==> src/verilog/l2_cache_params.svh <==
`ifndef L2_CACHE_PARAMS_SVH
`define L2_CACHE_PARAMS_SVH

// ~~~~~~~~~~~~~~~~~~~~~~~~~~~~~~~~~~~~~~~~~~~~~~~~~~
// Address split and line geometry of the cache.
// ~~~~~~~~~~~~~~~~~~~~~~~~~~~~~~~~~~~~~~~~~~~~~~~~~~

`define L2_ADDR_W 32 // byte address width on both sides.
`define L2_OFFSET_W 5 // 32 bytes per line.
`define L2_INDEX_W 3
`define L2_TAG_W 24 // what is left of the address above index and offset.
`define L2_LINE_W 256
`define L2_SETS 8 // must equal 2**L2_INDEX_W.

`endif

==> src/verilog/l2_cache_pkg.sv <==
`default_nettype none

`include "l2_cache_params.svh"

package l2_cache_pkg;

	// ~~~~~~~~~~~~~~~~~~~~~~~~~~~~~~~~~~~~~~~~~~~~~~~~~~
	// Payload and index types.
	// ~~~~~~~~~~~~~~~~~~~~~~~~~~~~~~~~~~~~~~~~~~~~~~~~~~

	typedef logic [`L2_LINE_W-1:0] line_t;
	typedef logic [`L2_TAG_W-1:0] tag_t;
	typedef logic [`L2_INDEX_W-1:0] index_t;

	// one way of one set, 26 bits wide.
	typedef struct packed {
		logic valid;
		logic dirty; // line differs from memory.
		tag_t tag;
	} meta_t;

	typedef enum logic [1:0] {
		check_tag,
		write_back,
		allocate
	} ctrl_state_t;

endpackage : l2_cache_pkg

`default_nettype wire
==> src/verilog/cache_ctrl_if.sv <==
`timescale 1ns/100ps
`default_nettype none

interface cache_ctrl_if;

	// status from the datapath.
	logic hit;
	logic hit_way; // way 1 matched when high.
	logic victim_way;
	logic victim_dirty;

	// commands from the controller.
	logic write_hit;
	logic fill;
	logic mem_start_read;
	logic mem_start_write;
	logic mem_done;
	logic out_sel_victim;

	modport ctrl (
		input hit, hit_way, victim_way, victim_dirty,
		output write_hit, fill, mem_start_read, mem_start_write, mem_done, out_sel_victim
	);

	modport dp (
		output hit, hit_way, victim_way, victim_dirty,
		input write_hit, fill, mem_start_read, mem_start_write, mem_done, out_sel_victim
	);

endinterface : cache_ctrl_if

`default_nettype wire

==> src/verilog/cache_controller.sv <==
`timescale 1ns/100ps
`default_nettype none

module cache_controller import l2_cache_pkg::*;
(
	input logic clk,
	input logic rst_n,
	input logic mem_read,
	input logic mem_write,
	output logic mem_resp,
	input logic pmem_resp,
	cache_ctrl_if.ctrl bus
);

	ctrl_state_t state;
	ctrl_state_t next_state;
	logic request;

	assign request = mem_read || mem_write;

	// ~~~~~~~~~~~~~~~~~~~~~~~~~~~~~~~~~~~~~~~~~~~~~~~~~~
	// Next state and command decode.
	// ~~~~~~~~~~~~~~~~~~~~~~~~~~~~~~~~~~~~~~~~~~~~~~~~~~

	always_comb
	begin
		next_state = state;
		mem_resp = 1'b0;
		bus.write_hit = 1'b0;
		bus.fill = 1'b0;
		bus.mem_start_read = 1'b0;
		bus.mem_start_write = 1'b0;
		bus.mem_done = 1'b0;
		bus.out_sel_victim = 1'b0;

		case (state)
			check_tag:
			begin
				if (request)
				begin
					if (bus.hit)
					begin
						mem_resp = 1'b1; // answered in the request cycle.
						bus.write_hit = mem_write;
					end
					else if (bus.victim_dirty)
					begin
						bus.out_sel_victim = 1'b1; // victim line goes to the write-back register.
						bus.mem_start_write = 1'b1;
						next_state = write_back;
					end
					else
					begin
						bus.mem_start_read = 1'b1;
						next_state = allocate;
					end
				end
			end

			write_back:
			begin
				if (pmem_resp)
				begin
					bus.mem_done = 1'b1;
					bus.mem_start_read = 1'b1; // the fetch follows at once.
					next_state = allocate;
				end
			end

			allocate:
			begin
				if (pmem_resp)
				begin
					bus.mem_done = 1'b1;
					bus.fill = 1'b1;
					next_state = check_tag; // the retry then hits.
				end
			end

			default:
			begin
				next_state = check_tag;
			end
		endcase
	end

	always_ff @(posedge clk or negedge rst_n)
	begin
		if (!rst_n)
			state <= check_tag;
		else
			state <= next_state;
	end

endmodule : cache_controller

`default_nettype wire

==> src/flat_wrapper.sv <==
// flat-port wrapper written by rule: the top's interface ports become plain ports
module cache_controller_flat import l2_cache_pkg::*;
  (clk, rst_n, mem_read, mem_write, mem_resp, pmem_resp, bus_hit, bus_hit_way, bus_victim_way, bus_victim_dirty, bus_write_hit, bus_fill, bus_mem_start_read, bus_mem_start_write, bus_mem_done, bus_out_sel_victim);
  cache_ctrl_if bus_i ();
  input logic clk;
  input logic rst_n;
  input logic mem_read;
  input logic mem_write;
  output logic mem_resp;
  input logic pmem_resp;
  input wire logic [$bits(bus_i.hit)-1:0] bus_hit;
  input wire logic [$bits(bus_i.hit_way)-1:0] bus_hit_way;
  input wire logic [$bits(bus_i.victim_way)-1:0] bus_victim_way;
  input wire logic [$bits(bus_i.victim_dirty)-1:0] bus_victim_dirty;
  output wire logic [$bits(bus_i.write_hit)-1:0] bus_write_hit;
  output wire logic [$bits(bus_i.fill)-1:0] bus_fill;
  output wire logic [$bits(bus_i.mem_start_read)-1:0] bus_mem_start_read;
  output wire logic [$bits(bus_i.mem_start_write)-1:0] bus_mem_start_write;
  output wire logic [$bits(bus_i.mem_done)-1:0] bus_mem_done;
  output wire logic [$bits(bus_i.out_sel_victim)-1:0] bus_out_sel_victim;
  assign bus_i.hit = bus_hit;
  assign bus_i.hit_way = bus_hit_way;
  assign bus_i.victim_way = bus_victim_way;
  assign bus_i.victim_dirty = bus_victim_dirty;
  assign bus_write_hit = bus_i.write_hit;
  assign bus_fill = bus_i.fill;
  assign bus_mem_start_read = bus_i.mem_start_read;
  assign bus_mem_start_write = bus_i.mem_start_write;
  assign bus_mem_done = bus_i.mem_done;
  assign bus_out_sel_victim = bus_i.out_sel_victim;
  cache_controller u_core (.clk(clk), .rst_n(rst_n), .mem_read(mem_read), .mem_write(mem_write), .mem_resp(mem_resp), .pmem_resp(pmem_resp), .bus(bus_i));
endmodule
==> config.mk <==
export PLATFORM = sky130hd
export DESIGN_NAME = cache_controller_flat
export DESIGN_NICKNAME = d
export VERILOG_FILES = /design/src/verilog/l2_cache_pkg.sv /design/src/verilog/cache_ctrl_if.sv /design/src/verilog/cache_controller.sv /design/src/flat_wrapper.sv
export VERILOG_INCLUDE_DIRS = /design/src /design/src/verilog
export SDC_FILE = /design/constraint.sdc
export NUM_CORES = 1
export LEC_CHECK = 0
export ABC_CLOCK_PERIOD_IN_PS = 2400
export BUFFER_PORTS_ARGS = -buffer_cell sky130_fd_sc_hd__buf_4
export CAP_MARGIN = 40
export CORE_AREA = 2 2 39 41
export CTS_BUF_LIST = sky130_fd_sc_hd__clkbuf_4 sky130_fd_sc_hd__clkbuf_8
export DETAILED_ROUTE_END_ITERATION = 10
export DIE_AREA = 0 0 41 43
export GPL_ROUTABILITY_DRIVEN = 0
export PLACE_DENSITY = 0.41
export SYNTH_ARGS = -nofsm -noshare
export SYNTH_HDL_FRONTEND = slang
export SYNTH_SLANG_ARGS = --single-unit
export TNS_END_PERCENT = 1
==> constraint.sdc <==
create_clock -name clk -period 2.4 [get_ports clk]
set_input_delay 0.36 -clock clk [delete_from_list [all_inputs] [get_ports clk]]
set_output_delay 0.36 -clock clk [all_outputs]
set_load 0.02 [all_outputs]
==> metrics.txt, run 1 <==
critical path arrival=~1.7 ns; DP Worst Slack=between 0.6 and 0.7 ns; Worst-path clk slew=0.03 ns; Core ar.=0.00138 mm^2; Port Buffer Count=13; Sw Pwr=0.211 mW; Pleak=0.205 nW; most frequent cells after synthesis=ha_1 (4), inv_1 (3), nand2_1 (3); Seq/Total Area, Yosys=19.6%; FF+latch count, synth=2; Comb power frac=71.1%; Syn Nets=43; CTS tree=built; # IOs=16; clk sinks=2; synth warn=0; WS Path Type=reg2out; DRT Wirelength=684 um; design area=398 um^2; status=finished clean; Most flops, register=u_core.state; DR vias=around 270; DIE AREA=0.00176 mm^2; Overall Global Routing Usage=9.65%; nature of the critical path endpoint=output pin; final antenna-violating net count=0; Post-Syn Area=255 um^2; Netlist cell types=18; # resized after CTS=0; Power Internal=around 0.26 mW; Top FF cell, synth=dfrtp_1; grt ovf=0; crit start category=flip-flop; top-count cell post-synth=ha_1; crit-path max FO=4; Rows=14; Placed Area=365 um^2; largest net degree at the start of global routing=6; Tmin final=2.01 ns; die extent in y=43 um; max layer used=met3; Root Buffer=clkbuf_4; clk_skew=0.00129 ns; Synth top area share=19.6%; clock latency on the worst-skew pair=0.22 ns; antenna cell count=0; final setup vio count=0; DR iter-0 viols=0; first-pass GRT wire length=1120 um; DR pass1 iterations=1; Switching Fraction=a little under half; relative slew slack=73.5%; DPL Wire Length=568 um; initial antenna violation count=0; sequential power share=13.0%; final worst slack=~0.39 ns; vias per inst=4.34; Peak Freq=0.497 GHz; setup TNS=0 ns; RSZ-0062 raised after global routing=false; wire length on met1=~260 um; clock power share=between 10% and 20%; final hold vios=0; nets=61; worst-margin pin slew=0.393 ns; area grow syn2layout=55.9%; worst hold path type=in2async; Multi-input gate area=186 um^2; reg2reg setup slack=0.90 ns; Layout fillers=160; EDFF count, synth=0; Initial Utilization=18.4%; vias in the first global route=291; P per Cell Area=1180 mW/mm^2; cts bufs inserted=3; CTS H-tree lvls=1; Seq. cell area=50.0 um^2; maxcap violations=0; worst-case clock buffer depth=2; fin crit share=between 80% and 90%; Syn Inst Count=30; routed length on met3=44 um; Area contributors post-synth=dfrtp_1 (20%), ha_1 (20%), a2bb2oi_2 (5.9%); Max IR drop VDD=0.391 mV; DR WL/cell=~11 um; WP data required=2.04 ns; dominant cell type by area after synthesis=dfrtp_1; Die X=41 um; Max Slew Vio Count=0; ratio of cells with drive above 1 in the final layout=~43%; biggest regs=u_core.state x2; Synth Area per Inst=8.51 um^2; Residual DRC=0; routed wire length on met2=381 um; asr flop ratio synth=100%; max reg flops=2
## critical path, cell delays in order, from the launching register on
cell     delay [ns]
dfrtp_1        0.37
inv_1          0.14
ha_1           0.23
o21ai_0        0.18
nor3b_1        0.30
buf_4          0.20
## layout by cell type, fill, tap and decap left out, types with 2 or more instances in the layout
master	n
and2_1	2
buf_4	13
clkbuf_4	3
dfrtp_1	2
ha_1	4
inv_1	3
nand2_1	3
nand3_1	2
nand3b_1	2
nor2_1	2
## metrics by stage
step	hold slack, ns	instances	total power, mW	util [%]
after floorplan	0.0644	30	0.299	-
after global placement	0.142	58	0.395	26.4
after detailed placement	0.143	58	0.398	26.4
after global routing	0.462	62	0.523	28.8
final	0.449	62	0.468	28.8
after CTS	0.433	62	0.481	28.8
## area by class of cell
class	instances	share of cell area, %
multi-input combinational	24	46.9
tap	16	5.03
clock buffer	3	5.66
timing repair buffer	14	27.0
sequential	2	12.6
inverter	3	2.83
## metal layers
layer | up-vias | track usage, %
li1 | 138 | -
met1 | 122 | 9.68
met2 | 9 | 16.9
met3 | 0 | 0
met4 | 0 | 8.00
met5 | - | 0
## final timing paths
| path | depth (start not counted) | endpoint | start |
|---|---|---|---|
| worst max-delay path | 5 | bus_out_sel_victim | u_core.state[1] |
| worst min-delay path | 2 | u_core.state[0] | rst_n |
| worst max register to register | 5 | u_core.state[0] | u_core.state[1] |
| worst min register to register | 2 | u_core.state[1] | u_core.state[1] |
| max in group asynchronous | 2 | u_core.state[1] | rst_n |
| min in group clk | 3 | u_core.state[0] | bus_victim_dirty |
## power groups by stage
stage          Sequential [mW]  Combinational (mW)  Clock, mW
2_1_floorplan           0.0590               0.240          0
6_report                0.0609               0.333     0.0741
4_1_cts                 0.0620               0.338     0.0814
5_1_grt                 0.0644               0.377     0.0818
3_5_place_dp            0.0624               0.336          0
3_3_place_gp            0.0620               0.333          0
## repair_timing
action	4_1_cts	5_1_grt
endpoints found under the hold margin	2	0
buffers inserted	0	0
hold buffers	1	0
## logic make-up after synthesis
| kind of cell | after synthesis | share of synthesized area, % |
|---|---|---|
| AND/OR/NAND/NOR | 14 | 32.4 |
| AO/OA/AOI/OAI | 6 | 21.1 |
| buffers and inverters | 4 | 7.35 |
| adder cells (fa/ha/maj) | 4 | 19.6 |
| flip-flops | 2 | 19.6 |
Power figures use the tool's default switching activity.
==> inputs of run 2 (changes only) <==
Settings changed: ABC_CLOCK_PERIOD_IN_PS 2400 to 2040.
Clock period 2.4 ns to 2.04 ns, I/O delays scaled along.
==> run 2 against run 1 <==
  * Register-to-register slack worse by 0.36 ns
  * First-iteration DRC count stayed put
  * Cell count stayed put
  * Core utilization is 0.90 points higher
  * Die area stayed put
  * Clock power is 18% higher
  * Largest power group unchanged
  * Clock-buffer cell count stayed put
  * Sequential share of layout area is 0.38 points lower
  * Non-clock buffer count stayed put
  * Hold slack worse by 0.054 ns
==> metrics.txt, run 2 (synthesis gave the netlist of run 1 again) <==
status=finished clean; Critical R2R Capture=u_core.state[0]; # IOs=16 (unchanged); clk_skew=0.00129 ns (unchanged); initial antenna violation count=0 (unchanged); P per Cell Area=1380 mW/mm^2 (+17%); final setup vio count=0 (unchanged); total power=0.565 mW (+21%); Seq. cell area=50.0 um^2 (unchanged); DRT Wirelength=705 um (+3.1%); reg2reg setup slack=0.54 ns (-0.36 ns); maxcap violations=0 (unchanged); grt ovf=0 (unchanged); DR iter-0 viols=0 (unchanged); biggest regs=u_core.state x2; RSZ-0062 raised after global routing=false; antenna cell count=0 (unchanged); Max IR drop VDD=0.461 mV (+18%); fin util=29.7% (+0.90 points); Multi-input gate area=199 um^2 (+6.7%); Crit Reg-Reg Startpoint=u_core.state[1]; ratio of cells with drive above 1 in the final layout=47.8% (+4.3 points); final antenna-violating net count=0 (unchanged); DIE AREA=0.00176 mm^2 (unchanged); Tmin final=1.87 ns; worst-margin pin slew=0.339 ns (-0.0547 ns); worst-case clock buffer depth=2 (unchanged); DP Worst Slack=0.318 ns (-0.306 ns); WP data required=1.73 ns (-0.31 ns); fin crit share=91.5%; nets=61 (unchanged); area grow syn2layout=60.8%; Core ar.=0.00138 mm^2 (unchanged); Die X=41 um (unchanged); final worst slack=0.174 ns (-0.213 ns); crit-path max FO=4 (unchanged); commonest non-fill, non-tap cell in the layout=buf_4; die extent in y=43 um (unchanged); clock latency on the worst-skew pair=0.22 ns (about the same); largest net degree at the start of global routing=6 (unchanged); commonest cells after routing, fill and taps aside=buf_4 (13), ha_1 (4), nand2_1 (3), inv_1 (3), clkbuf_4 (3); critical path arrival=1.56 ns (-0.09 ns); DR WL/cell=11.4 um (+3.1%); WS Path Type=reg2out; nature of the critical path endpoint=output pin; Most flops, register=u_core.state; CTS H-tree lvls=1 (unchanged); Overall Global Routing Usage=9.65% (unchanged); Max Slew Vio Count=0 (unchanged); vias per inst=4.39 (+1.1%); Root Buffer=clkbuf_4; max reg flops=2 (unchanged); Residual DRC=0 (unchanged); Port Buffer Count=13 (unchanged); number of setup buffers added after CTS=0 (unchanged); r2r worst-path depth=5 (unchanged); Rows=14 (unchanged); cts bufs inserted=3 (unchanged); DR pass1 iterations=1 (unchanged); Worst-path clk slew=0.03 ns (about the same); final hold vios=0 (unchanged); Peak Freq=0.536 GHz; DR vias=272 (+1.1%); clk sinks=2 (unchanged); Initial Utilization=18.4% (unchanged); DPL Wire Length=568 um (unchanged); WHS=0.395 ns (-0.0540 ns); relative slew slack=77.3% (+3.8 points); Layout fillers=160 (unchanged); first-pass GRT wire length=1120 um (unchanged); setup TNS=0 ns (unchanged); Pleak=0.212 nW (+3.6%); worst hold path type=in2async; vias in the first global route=291 (unchanged); crit start category=flip-flop; CTS tree=built
[run 2: cell count changes in the layout (fill, tap and decap cells not counted)]
cell / previous run / this run
nor3b_1: 1 / 0
o21ai_1: 0 / 1
o41ai_1: 1 / 0
o21ai_0: 1 / 0
o41ai_2: 0 / 1
nor3b_2: 0 / 1
[run 2: worst max path at each step]
stage               startpoint            endpoint  slack [ns]  cells after the start
2_1_floorplan  u_core.state[1]  bus_out_sel_victim        0.09                      5
3_3_place_gp   u_core.state[1]  bus_mem_start_read        0.39                      5
3_5_place_dp   u_core.state[1]  bus_out_sel_victim        0.32                      5
4_1_cts        u_core.state[1]  bus_out_sel_victim        0.07                      5
5_1_grt        u_core.state[0]  bus_mem_start_read        0.03                      5
6_report       u_core.state[1]  bus_mem_start_read        0.17                      5
[run 2: repair_timing]
item,in CTS,in global routing
setup endpoints to repair,0,3
endpoints found under the hold margin,2,0
hold buffers,1,0
gates resized for setup,0,3
[run 2: metal layers]
layer / up-vias / track usage [%] / routed length, um
li1: 137 / - / -
met1: 126 / 9.68 / 265
met2: 9 / 16.9 / 395
met3: 0 / 0 / 44
met4: 0 / 8.00 / 0
met5: - / 0 / 0
[run 2: per-stage QoR]
step           std cells  area (um^2)
6_report              62          410
5_1_grt               62          410
4_1_cts               62          398
3_5_place_dp          58          365
3_3_place_gp          58          365
2_1_floorplan         30          255
[run 2: critical path, stage by stage (launching register included)]
cell and delay [ns]:
dfrtp_1 0.37, inv_1 0.14, ha_1 0.23, o21ai_1 0.16, o41ai_2 0.24, buf_4 0.20
[run 2: power breakdown]
group          leakage [nW]  switching (mW)  internal [mW]  total [mW]
clock network        0.0138          0.0223         0.0649      0.0872
logic                 0.173           0.225          0.181       0.406
registers            0.0254          0.0109         0.0608      0.0717
[run 2: layout make-up]
cell class	instances	area share [%]
multi-input cells	24	48.5
repair buffers	14	26.2
flip-flops and latches	2	12.2
clock buffers	3	5.49
well taps	16	4.88
inverters	3	2.74
